$ cat src/design/rv_decode_pkg.sv
package rv_decode_pkg;

    localparam int XLEN      = 32;
    localparam int RF_ADDR_W = 5;

    typedef logic [XLEN-1:0]      inst_t;
    typedef logic [RF_ADDR_W-1:0] rf_addr_t;

    // major opcodes, inst[6:0]
    typedef enum logic [6:0] {
        OPC_OP     = 7'b0110011,
        OPC_OP_IMM = 7'b0010011,
        OPC_LOAD   = 7'b0000011,
        OPC_STORE  = 7'b0100011,
        OPC_BRANCH = 7'b1100011,
        OPC_LUI    = 7'b0110111,
        OPC_AUIPC  = 7'b0010111,
        OPC_JAL    = 7'b1101111,
        OPC_JALR   = 7'b1100111
    } opcode_e;

    typedef enum logic [3:0] {
        CLS_OP, CLS_OP_IMM, CLS_LOAD, CLS_STORE, CLS_BRANCH,
        CLS_LUI, CLS_AUIPC, CLS_JAL, CLS_JALR, CLS_ILLEGAL
    } inst_class_e;

    typedef enum logic [4:0] {
        ALU_OP_NOP, ALU_OP_ADD, ALU_OP_SUB, ALU_OP_SLL, ALU_OP_SLT, ALU_OP_SLTU,
        ALU_OP_XOR, ALU_OP_SRL, ALU_OP_SRA, ALU_OP_OR, ALU_OP_AND,
        // branch compares
        ALU_OP_EQ, ALU_OP_NE, ALU_OP_LT, ALU_OP_GE, ALU_OP_LTU, ALU_OP_GEU
    } alu_op_e;

    typedef enum logic [2:0] {
        ALU_NO_SRC, ALU_RS_RS, ALU_RS_IMM, ALU_ZERO_IMM, ALU_PC_IMM, ALU_PC_4
    } alu_src_e;

    typedef enum logic [1:0] {
        BJU_NO_SRC, BJU_PC_IMM, BJU_RS_IMM
    } bju_src_e;

    typedef enum logic [2:0] {
        IMM_NONE, IMM_I, IMM_S, IMM_B, IMM_U, IMM_J
    } imm_kind_e;

    localparam logic [6:0] FUNCT7_BASE   = 7'h00;
    localparam logic [6:0] FUNCT7_ALT    = 7'h20;
    localparam logic [6:0] FUNCT7_MULDIV = 7'h01;

    // OP / OP_IMM
    localparam logic [2:0] F3_ADD_SUB = 3'd0;
    localparam logic [2:0] F3_SLL     = 3'd1;
    localparam logic [2:0] F3_SLT     = 3'd2;
    localparam logic [2:0] F3_SLTU    = 3'd3;
    localparam logic [2:0] F3_XOR     = 3'd4;
    localparam logic [2:0] F3_SRL_SRA = 3'd5;
    localparam logic [2:0] F3_OR      = 3'd6;
    localparam logic [2:0] F3_AND     = 3'd7;

    // M extension, funct7 = 0x01
    localparam logic [2:0] F3_MUL    = 3'd0;
    localparam logic [2:0] F3_MULH   = 3'd1;
    localparam logic [2:0] F3_MULHSU = 3'd2;
    localparam logic [2:0] F3_MULHU  = 3'd3;
    localparam logic [2:0] F3_DIV    = 3'd4;
    localparam logic [2:0] F3_DIVU   = 3'd5;
    localparam logic [2:0] F3_REM    = 3'd6;
    localparam logic [2:0] F3_REMU   = 3'd7;

    localparam logic [2:0] F3_BEQ  = 3'd0;
    localparam logic [2:0] F3_BNE  = 3'd1;
    localparam logic [2:0] F3_BLT  = 3'd4;
    localparam logic [2:0] F3_BGE  = 3'd5;
    localparam logic [2:0] F3_BLTU = 3'd6;
    localparam logic [2:0] F3_BGEU = 3'd7;

    localparam logic [2:0] F3_JALR = 3'd0;

    localparam logic [2:0] F3_LB  = 3'd0;
    localparam logic [2:0] F3_LH  = 3'd1;
    localparam logic [2:0] F3_LW  = 3'd2;
    localparam logic [2:0] F3_LBU = 3'd4;
    localparam logic [2:0] F3_LHU = 3'd5;

    localparam logic [2:0] F3_SB = 3'd0;
    localparam logic [2:0] F3_SH = 3'd1;
    localparam logic [2:0] F3_SW = 3'd2;

    // top bit is the sign, low nibble the byte lanes
    localparam logic [4:0] LMASK_B  = 5'b10001;
    localparam logic [4:0] LMASK_H  = 5'b10011;
    localparam logic [4:0] LMASK_W  = 5'b11111;
    localparam logic [4:0] LMASK_BU = 5'b00001;
    localparam logic [4:0] LMASK_HU = 5'b00011;

    localparam logic [3:0] SMASK_B = 4'b0001;
    localparam logic [3:0] SMASK_H = 4'b0011;
    localparam logic [3:0] SMASK_W = 4'b1111;

    // multiplier operand signedness, rs1 then rs2
    localparam logic [1:0] SEXT_SIGNED_SIGNED     = 2'b11;
    localparam logic [1:0] SEXT_SIGNED_UNSIGNED   = 2'b10;
    localparam logic [1:0] SEXT_UNSIGNED_UNSIGNED = 2'b00;

    localparam logic WORD_LOW      = 1'b0;
    localparam logic WORD_HIGH     = 1'b1;
    localparam logic DIV_QUOTIENT  = 1'b0;
    localparam logic DIV_REMAINDER = 1'b1;

    typedef struct packed {
        logic       is_mul;
        logic       is_div;
        logic [1:0] sign_extend;
        logic       word_sel;
        logic       div_sign;
        logic       div_res_sel;
    } muldiv_ctrl_t;

    typedef struct packed {
        logic       req_mem;
        logic       is_load;
        logic [4:0] l_mask;
        logic       is_store;
        logic [3:0] s_mask;
    } mem_ctrl_t;

    typedef struct packed {
        alu_op_e  alu_op;
        alu_src_e alu_src;
        logic     is_bj;
        bju_src_e bju_src;
    } alu_ctrl_t;

    typedef struct packed {
        alu_ctrl_t    alu;
        muldiv_ctrl_t muldiv;
        mem_ctrl_t    mem;
        logic         req_rf;
        logic         illegal;
    } decode_ctrl_t;

    localparam alu_ctrl_t ALU_DEFAULT = '{
        alu_op:  ALU_OP_NOP,
        alu_src: ALU_NO_SRC,
        is_bj:   1'b0,
        bju_src: BJU_NO_SRC
    };

    localparam muldiv_ctrl_t MULDIV_DEFAULT = '{
        is_mul:      1'b0,
        is_div:      1'b0,
        sign_extend: SEXT_SIGNED_SIGNED,
        word_sel:    WORD_LOW,
        div_sign:    1'b1,
        div_res_sel: DIV_QUOTIENT
    };

    localparam mem_ctrl_t MEM_DEFAULT = '0;

    localparam decode_ctrl_t CTRL_DEFAULT = '{
        alu:     ALU_DEFAULT,
        muldiv:  MULDIV_DEFAULT,
        mem:     MEM_DEFAULT,
        req_rf:  1'b0,
        illegal: 1'b0
    };

endpackage

$ cat src/design/opcode_ctrl.sv
module opcode_ctrl
    import rv_decode_pkg::*;
(
    input  opcode_e     opcode_i,
    input  logic        alu_illegal_i,
    input  logic        mem_illegal_i,
    output inst_class_e class_o,
    output imm_kind_e   imm_kind_o,
    output logic        req_rf_o,
    output logic        illegal_o
);

    imm_kind_e imm_kind_raw;
    logic      req_rf_raw;

    // opcode classification, no funct fields looked at here
    always_comb begin
        class_o      = CLS_ILLEGAL;
        imm_kind_raw = IMM_NONE;
        req_rf_raw   = 1'b0;
        case (opcode_i)
            OPC_OP: begin
                class_o    = CLS_OP;
                req_rf_raw = 1'b1;
            end
            OPC_OP_IMM: begin
                class_o      = CLS_OP_IMM;
                imm_kind_raw = IMM_I;
                req_rf_raw   = 1'b1;
            end
            OPC_LOAD: begin
                class_o      = CLS_LOAD;
                imm_kind_raw = IMM_I;
                req_rf_raw   = 1'b1;
            end
            OPC_STORE: begin
                class_o      = CLS_STORE;
                imm_kind_raw = IMM_S;
            end
            OPC_BRANCH: begin
                class_o      = CLS_BRANCH;
                imm_kind_raw = IMM_B;
            end
            OPC_LUI: begin
                class_o      = CLS_LUI;
                imm_kind_raw = IMM_U;
                req_rf_raw   = 1'b1;
            end
            OPC_AUIPC: begin
                class_o      = CLS_AUIPC;
                imm_kind_raw = IMM_U;
                req_rf_raw   = 1'b1;
            end
            OPC_JAL: begin
                class_o      = CLS_JAL;
                imm_kind_raw = IMM_J;
                req_rf_raw   = 1'b1;
            end
            OPC_JALR: begin
                class_o      = CLS_JALR;
                imm_kind_raw = IMM_I;
                req_rf_raw   = 1'b1;
            end
            // SYSTEM, MISC-MEM and anything unknown
            default: ;
        endcase
    end

    // merge opcode verdict with the datapath funct checks
    always_comb begin
        illegal_o  = (class_o == CLS_ILLEGAL) | alu_illegal_i | mem_illegal_i;
        imm_kind_o = illegal_o ? IMM_NONE : imm_kind_raw;
        req_rf_o   = req_rf_raw & ~illegal_o;
    end

endmodule

$ cat src/design/alu_op_decode.sv
module alu_op_decode
    import rv_decode_pkg::*;
(
    input  inst_class_e  class_i,
    input  logic [2:0]   funct3_i,
    input  logic [6:0]   funct7_i,
    output alu_ctrl_t    alu_o,
    output muldiv_ctrl_t muldiv_o,
    output logic         funct_illegal_o
);

    // shared funct3 row of OP and OP_IMM, shifts are right logical here
    function automatic alu_op_e base_op(input logic [2:0] f3);
        alu_op_e op;
        case (f3)
            F3_ADD_SUB: op = ALU_OP_ADD;
            F3_SLL:     op = ALU_OP_SLL;
            F3_SLT:     op = ALU_OP_SLT;
            F3_SLTU:    op = ALU_OP_SLTU;
            F3_XOR:     op = ALU_OP_XOR;
            F3_SRL_SRA: op = ALU_OP_SRL;
            F3_OR:      op = ALU_OP_OR;
            default:    op = ALU_OP_AND;
        endcase
        return op;
    endfunction

    always_comb begin
        alu_o           = ALU_DEFAULT;
        muldiv_o        = MULDIV_DEFAULT;
        funct_illegal_o = 1'b0;
        case (class_i)
            CLS_OP: begin
                alu_o.alu_src = ALU_RS_RS;
                case (funct7_i)
                    FUNCT7_BASE: alu_o.alu_op = base_op(funct3_i);
                    FUNCT7_ALT: begin
                        if (funct3_i == F3_ADD_SUB) begin
                            alu_o.alu_op = ALU_OP_SUB;
                        end else if (funct3_i == F3_SRL_SRA) begin
                            alu_o.alu_op = ALU_OP_SRA;
                        end else begin
                            funct_illegal_o = 1'b1;
                        end
                    end
                    FUNCT7_MULDIV: begin
                        // mul/div unit takes the operands, ALU idles
                        alu_o.alu_src = ALU_NO_SRC;
                        muldiv_o.is_mul = ~funct3_i[2];
                        muldiv_o.is_div = funct3_i[2];
                        case (funct3_i)
                            F3_MUL:    muldiv_o.sign_extend = SEXT_UNSIGNED_UNSIGNED;
                            F3_MULH:   muldiv_o.word_sel = WORD_HIGH;
                            F3_MULHSU: begin
                                muldiv_o.sign_extend = SEXT_SIGNED_UNSIGNED;
                                muldiv_o.word_sel    = WORD_HIGH;
                            end
                            F3_MULHU: begin
                                muldiv_o.sign_extend = SEXT_UNSIGNED_UNSIGNED;
                                muldiv_o.word_sel    = WORD_HIGH;
                            end
                            F3_DIV:  muldiv_o.div_sign = 1'b1;
                            F3_DIVU: muldiv_o.div_sign = 1'b0;
                            F3_REM:  muldiv_o.div_res_sel = DIV_REMAINDER;
                            default: begin
                                muldiv_o.div_sign    = 1'b0;
                                muldiv_o.div_res_sel = DIV_REMAINDER;
                            end
                        endcase
                    end
                    default: funct_illegal_o = 1'b1;
                endcase
            end
            CLS_OP_IMM: begin
                alu_o.alu_src = ALU_RS_IMM;
                alu_o.alu_op  = base_op(funct3_i);
                if (funct3_i == F3_SLL) begin
                    funct_illegal_o = (funct7_i != FUNCT7_BASE);
                end else if (funct3_i == F3_SRL_SRA) begin
                    if (funct7_i == FUNCT7_ALT) begin
                        alu_o.alu_op = ALU_OP_SRA;
                    end else if (funct7_i != FUNCT7_BASE) begin
                        funct_illegal_o = 1'b1;
                    end
                end
            end
            CLS_BRANCH: begin
                alu_o.alu_src = ALU_RS_RS;
                alu_o.is_bj   = 1'b1;
                alu_o.bju_src = BJU_PC_IMM;
                case (funct3_i)
                    F3_BEQ:  alu_o.alu_op = ALU_OP_EQ;
                    F3_BNE:  alu_o.alu_op = ALU_OP_NE;
                    F3_BLT:  alu_o.alu_op = ALU_OP_LT;
                    F3_BGE:  alu_o.alu_op = ALU_OP_GE;
                    F3_BLTU: alu_o.alu_op = ALU_OP_LTU;
                    F3_BGEU: alu_o.alu_op = ALU_OP_GEU;
                    default: funct_illegal_o = 1'b1;
                endcase
            end
            CLS_LUI: begin
                alu_o.alu_op  = ALU_OP_ADD;
                alu_o.alu_src = ALU_ZERO_IMM;
            end
            CLS_AUIPC: begin
                alu_o.alu_op  = ALU_OP_ADD;
                alu_o.alu_src = ALU_PC_IMM;
            end
            CLS_JAL, CLS_JALR: begin
                // link value pc + 4 goes through the ALU
                alu_o.alu_op  = ALU_OP_ADD;
                alu_o.alu_src = ALU_PC_4;
                alu_o.is_bj   = 1'b1;
                alu_o.bju_src = (class_i == CLS_JAL) ? BJU_PC_IMM : BJU_RS_IMM;
                // jalr only defines funct3 = 0
                funct_illegal_o = (class_i == CLS_JALR) && (funct3_i != F3_JALR);
            end
            default: ;
        endcase
    end

endmodule

$ cat src/design/mem_op_decode.sv
module mem_op_decode
    import rv_decode_pkg::*;
(
    input  inst_class_e class_i,
    input  logic [2:0]  funct3_i,
    output mem_ctrl_t   mem_o,
    output logic        funct_illegal_o
);

    always_comb begin
        mem_o           = MEM_DEFAULT;
        funct_illegal_o = 1'b0;
        case (class_i)
            CLS_LOAD: begin
                mem_o.req_mem = 1'b1;
                mem_o.is_load = 1'b1;
                case (funct3_i)
                    F3_LB:   mem_o.l_mask = LMASK_B;
                    F3_LH:   mem_o.l_mask = LMASK_H;
                    F3_LW:   mem_o.l_mask = LMASK_W;
                    F3_LBU:  mem_o.l_mask = LMASK_BU;
                    F3_LHU:  mem_o.l_mask = LMASK_HU;
                    default: funct_illegal_o = 1'b1;
                endcase
            end
            CLS_STORE: begin
                mem_o.req_mem  = 1'b1;
                mem_o.is_store = 1'b1;
                case (funct3_i)
                    F3_SB:   mem_o.s_mask = SMASK_B;
                    F3_SH:   mem_o.s_mask = SMASK_H;
                    F3_SW:   mem_o.s_mask = SMASK_W;
                    default: funct_illegal_o = 1'b1;
                endcase
            end
            default: ;
        endcase
        // no half-built request on a bad width
        if (funct_illegal_o) begin
            mem_o = MEM_DEFAULT;
        end
    end

endmodule

$ cat src/design/imm_gen.sv
module imm_gen
    import rv_decode_pkg::*;
(
    input  inst_t           inst_i,
    input  imm_kind_e       imm_kind_i,
    output logic [XLEN-1:0] imm_o
);

    logic sign;

    assign sign = inst_i[31];

    always_comb begin
        case (imm_kind_i)
            IMM_I: imm_o = {{20{sign}}, inst_i[31:20]};
            IMM_S: imm_o = {{20{sign}}, inst_i[31:25], inst_i[11:7]};
            // branch offset in halfwords
            IMM_B: begin
                imm_o = {{19{sign}}, sign, inst_i[7], inst_i[30:25],
                         inst_i[11:8], 1'b0};
            end
            IMM_U: imm_o = {inst_i[31:12], 12'b0};
            IMM_J: begin
                imm_o = {{11{sign}}, sign, inst_i[19:12], inst_i[20],
                         inst_i[30:21], 1'b0};
            end
            default: imm_o = '0;
        endcase
    end

endmodule

$ cat src/design/decode_stage.sv
module decode_stage
    import rv_decode_pkg::*;
(
    input  logic            clk,
    input  logic            rst_i,
    input  logic            inst_valid_i,
    input  inst_t           inst_i,
    output logic            valid_o,
    output inst_t           inst_o,
    output rf_addr_t        rs1_o,
    output rf_addr_t        rs2_o,
    output rf_addr_t        rd_o,
    output logic [XLEN-1:0] imm_o,
    output decode_ctrl_t    ctrl_o
);

    opcode_e         opcode;
    logic [2:0]      funct3;
    logic [6:0]      funct7;
    inst_class_e     inst_class;
    imm_kind_e       imm_kind;
    alu_ctrl_t       alu_ctrl;
    muldiv_ctrl_t    muldiv_ctrl;
    mem_ctrl_t       mem_ctrl;
    logic            alu_illegal;
    logic            mem_illegal;
    logic            req_rf;
    logic            illegal;
    logic [XLEN-1:0] imm;
    decode_ctrl_t    ctrl_d;

    assign opcode = opcode_e'(inst_i[6:0]);
    assign funct3 = inst_i[14:12];
    assign funct7 = inst_i[31:25];

    opcode_ctrl u_opcode_ctrl (
        .opcode_i      (opcode),
        .alu_illegal_i (alu_illegal),
        .mem_illegal_i (mem_illegal),
        .class_o       (inst_class),
        .imm_kind_o    (imm_kind),
        .req_rf_o      (req_rf),
        .illegal_o     (illegal)
    );

    alu_op_decode u_alu_op_decode (
        .class_i         (inst_class),
        .funct3_i        (funct3),
        .funct7_i        (funct7),
        .alu_o           (alu_ctrl),
        .muldiv_o        (muldiv_ctrl),
        .funct_illegal_o (alu_illegal)
    );

    mem_op_decode u_mem_op_decode (
        .class_i         (inst_class),
        .funct3_i        (funct3),
        .mem_o           (mem_ctrl),
        .funct_illegal_o (mem_illegal)
    );

    imm_gen u_imm_gen (
        .inst_i     (inst_i),
        .imm_kind_i (imm_kind),
        .imm_o      (imm)
    );

    // illegal decode collapses to the default word
    always_comb begin
        if (illegal) begin
            ctrl_d         = CTRL_DEFAULT;
            ctrl_d.illegal = 1'b1;
        end else begin
            ctrl_d.alu     = alu_ctrl;
            ctrl_d.muldiv  = muldiv_ctrl;
            ctrl_d.mem     = mem_ctrl;
            ctrl_d.req_rf  = req_rf;
            ctrl_d.illegal = 1'b0;
        end
    end

    always_ff @(posedge clk) begin
        if (rst_i) begin
            valid_o <= 1'b0;
            ctrl_o  <= CTRL_DEFAULT;
        end else begin
            valid_o <= inst_valid_i;
            if (inst_valid_i) begin
                ctrl_o <= ctrl_d;
            end
        end
    end

    // payload holds while no instruction arrives
    always_ff @(posedge clk) begin
        if (inst_valid_i) begin
            inst_o <= inst_i;
            rs1_o  <= inst_i[19:15];
            rs2_o  <= inst_i[24:20];
            rd_o   <= inst_i[11:7];
            imm_o  <= imm;
        end
    end

endmodule

$ cat config.mk
export PLATFORM = sky130hd
export DESIGN_NAME = decode_stage
export DESIGN_NICKNAME = d
export VERILOG_FILES = /design/src/design/rv_decode_pkg.sv /design/src/design/opcode_ctrl.sv /design/src/design/alu_op_decode.sv /design/src/design/mem_op_decode.sv /design/src/design/imm_gen.sv /design/src/design/decode_stage.sv
export SDC_FILE = /design/constraint.sdc
export NUM_CORES = 1
export LEC_CHECK = 0
export ABC_AREA = 1
export ABC_CLOCK_PERIOD_IN_PS = 1700
export BUFFER_PORTS_ARGS = -buffer_cell sky130_fd_sc_hd__buf_2
export CORE_AREA = 2 2 132 134
export CTS_BUF_LIST = sky130_fd_sc_hd__clkbuf_4 sky130_fd_sc_hd__clkbuf_8
export DETAILED_ROUTE_END_ITERATION = 12
export DIE_AREA = 0 0 134 136
export GPL_ROUTABILITY_DRIVEN = 1
export PLACE_DENSITY = 0.56
export SLEW_MARGIN = 25
export SYNTH_ARGS = -nofsm -noshare
export SYNTH_HDL_FRONTEND = slang
export SYNTH_SLANG_ARGS = --single-unit
$ cat constraint.sdc
create_clock -name clk -period 1.7 [get_ports clk]
set_clock_uncertainty 0.05 [all_clocks]
set_input_delay 0.085 -clock clk [delete_from_list [all_inputs] [get_ports clk]]
set_output_delay 0.085 -clock clk [all_outputs]
set_load 0.03 [all_outputs]
==> run_results.csv <==
group,metric,value,unit
outcome,status,"complete, no violations",
finish,nets,680,
sta,fin_crit_sh,85.2,%
grt,track_usage,12.9,%
sta,max_freq,0.690,GHz
route,drc,0,
finish,n_antenna_cell,0,
power_and_ir_drop,p_per_area,850,nW/um^2
floorplan,core-area,16900,um^2
worst_setup_path,critPathSlowestCell,"nor2_1",
place,hpwl,8970,um
clock_tree,clk_latency,0.38,ns
worst_setup_path,cp.arrival,1.52,ns
yosys,synth_top_area_share,46.3,%
yosys,async_reset_ff_share,0,%
power_and_ir_drop,finalPower,5.12,mW
yosys,synth_warnings,0,
route,wl,11800,um
yosys,synth_most_common_cell,"nand2_1",
floorplan,die_h,136,um
grt,grt_max_degree,56,
run,max_cap_violations,0,
floorplan,row_count,48,
sta,grt_setup_unrepaired,"false",
worst_setup_path,crit_top_cell,"nand2_1",
yosys,synth_commonest_cells,"nand2_1, edfxtp_1, nor2_1",
clock_tree,h-tree-depth,3,
power_and_ir_drop,p_int,3.71,mW
finish,drive_gt1_share,39.8,%
route,first_iter_violations,213,
sta,finalHoldViolations,0,
power_and_ir_drop,seqPwrFrac,50.9,%
route,ant_nets,0,
route,firstDrtPassIters,5,
finish,n_fill_cell,1741,
yosys,synth_fp_nets,457,
worst_setup_path,r2r-start,"ctrl_o[0]",
worst_setup_path,path_max_fanout,9,
power_and_ir_drop,peakVddDrop,0.462,mV
sta,finalWorstSetupSlack,0.252,ns
min_path,hp-start,"inst_i[31]",
yosys,ys_seq_area_share,61.3,%
grt,grt_pass1_wl,17900,um
yosys,syn_area_per_cell,9.83,um^2
clock_tree,cts_tree,"yes",
route,vias,3679,
yosys,syn_area,4150,um^2
grt,grt_overflow,0,
finish,final_cells,875,
sta,report.final.slew_viol_count,0,
worst_setup_path,worst_ep_required_time,1.78,ns
place,dpl_cell_area,5540,um^2
power_and_ir_drop,power.switching,1.41,mW
yosys,yosysTopAreaCell,"edfxtp_1",
yosys,synth_seq_cells,95,
clock_tree,ctsRootBufferMaster,"clkbuf_8",
sta,final-setup-viol-count,0,
finish,design_area,6020,um^2
worst_setup_path,crit_chain,"buf_2 -> nand2_1 -> inv_1 -> nand2_1 -> nor2_1 -> nand3_1 -> nand3_2 -> nor2_8 -> nand2_1 -> nand2_2 -> nand2_2 -> buf_12 -> o21ai_0",
yosys,synth_flop_cell,"edfxtp_1",
finish,utilization,35.7,%
grt,antenna_found_initial,0,
worst_setup_path,start_kind,"input port",
floorplan,die_w,134,um
worst_setup_path,crit_start,"inst_i[1]",
sta,tightest_slew,0.420,ns
power_and_ir_drop,p_comb_share,15.8,%
grt,grt_pass1_vias,3553,
clock_tree,cts_buffer_depth,2,
sta,relSlewSlack,72.0,%
place,io_buffers,146,
place,pre_cts_ws,-0.145,ns
worst_setup_path,max_stage_delay,0.19,ns
floorplan,num_io_pins,147,
floorplan,start_util,24.6,%
yosys,synth.area.top_cells,"edfxtp_1, dfxtp_1, nand2_1, nand3_1, nor2_1",
route,via_per_inst,4.20,
clock_tree,cts.clk_slew.worst_paths,0.09,ns
worst_setup_path,endpoint_kind,"flip-flop",
power_and_ir_drop,clockPowerShare,33.3,%
power_and_ir_drop,p_sw_share,27.5,%
clock_tree,cts_buffers,9,
route,routedWlPerCell,13.4,um
yosys,synthCells,422,
finish,syn2layout_area_growth,45.2,%
sta,fin_crit,1.45,ns
clock_tree,cts.sinks,95,
power_and_ir_drop,p_leak,2.76,nW
place,placedCellCount,833,
min_path,min_path_type,"input port to flip-flop",
place,gp_congestion,0.865,
worst_setup_path,worstSetupPathType,"input port to flip-flop",
yosys,synth_edf_count,64,
yosys,yosysUniqueCellTypes,32,
floorplan,dieArea,18200,um^2
[critical path: cells and delay by family]
family	cells	cell delay (ns)
buf+inv	3	0.33
simple gates	9	1.02
compound gates	1	0.07
[final cells by class]
type                    count  area (um^2)  share of cell area [%]
flip-flops and latches     95         2540                    42.2
repair buffers            243         1550                    25.8
multi-input cells         260         1280                    21.3
well taps                 225          282                    4.67
clock buffers              10          138                    2.28
inverters                  36          135                    2.24
clock inverters             6         91.3                    1.52
[power by group through the flow]
stage / sequential [mW] / combinational [mW] / clock [mW]
global placement: 2.66 / 0.768 / 0
global route: 2.62 / 0.864 / 1.87
finish: 2.61 / 0.810 / 1.70
floorplan: 2.89 / 0.226 / 0
detailed placement: 2.66 / 0.768 / 0
CTS: 2.61 / 0.816 / 1.77
[state kept, by name, indices dropped and copies added, names as in the netlist]
| signal | cells |
|---|---|
| imm_o | 32 |
| inst_o | 32 |
| ctrl_o | 30 |
| valid_o | 1 |
[layout by cell type, fill, tap and decap left out, types with 9 or more instances in the layout]
cell type / instances
o21ai_0: 10
nand3_1: 35
buf_2: 145
nand2_1: 105
dlygate4sd3_1: 26
nand4_1: 9
dfxtp_1: 31
nor2_1: 37
buf_4: 70
inv_1: 31
clkbuf_8: 10
edfxtp_1: 64
a21oi_1: 26
[timing repair]
item | in CTS | in global routing
gates resized for setup | 0 | 0
hold buffers | 26 | 0
buffers inserted | 0 | 0
hold endpoints to repair | 39 | 0
[stage by stage]
| stage | setup TNS [ns] | hold WS, ns |
|---|---|---|
| 5_1_grt | 0 | 0.00858 |
| 2_1_floorplan | 0 | 0.134 |
| 3_5_place_dp | -3.81 | 0.228 |
| 3_3_place_gp | -2.41 | 0.228 |
| 4_1_cts | 0 | 0.000347 |
| 6_report | 0 | 0.0201 |
[worst paths after layout]
kind,end,slack [ns],depth (start not counted)
max,imm_o[26],0.25,13
min,inst_o[31],0.02,2
max reg2reg,ctrl_o[0],1.01,2
min reg2reg,ctrl_o[24],0.41,2
[routing by layer]
metal  GRT usage, %  share of wire, %  wire length [um]
met5              0                 0                 0
met4           4.96               1.8               209
met3           3.73               6.4               756
met2           22.6                49              5820
met1           14.9                42              4980
[logic make-up after synthesis]
logic type	after synthesis	synth area share, %
and+or+nand+nor	207	23.3
AOI/OAI and AO/OA	53	7.57
DFF	95	61.3
buffers and inverters	67	7.84
Note: power is estimated with default switching activity, not from simulation.
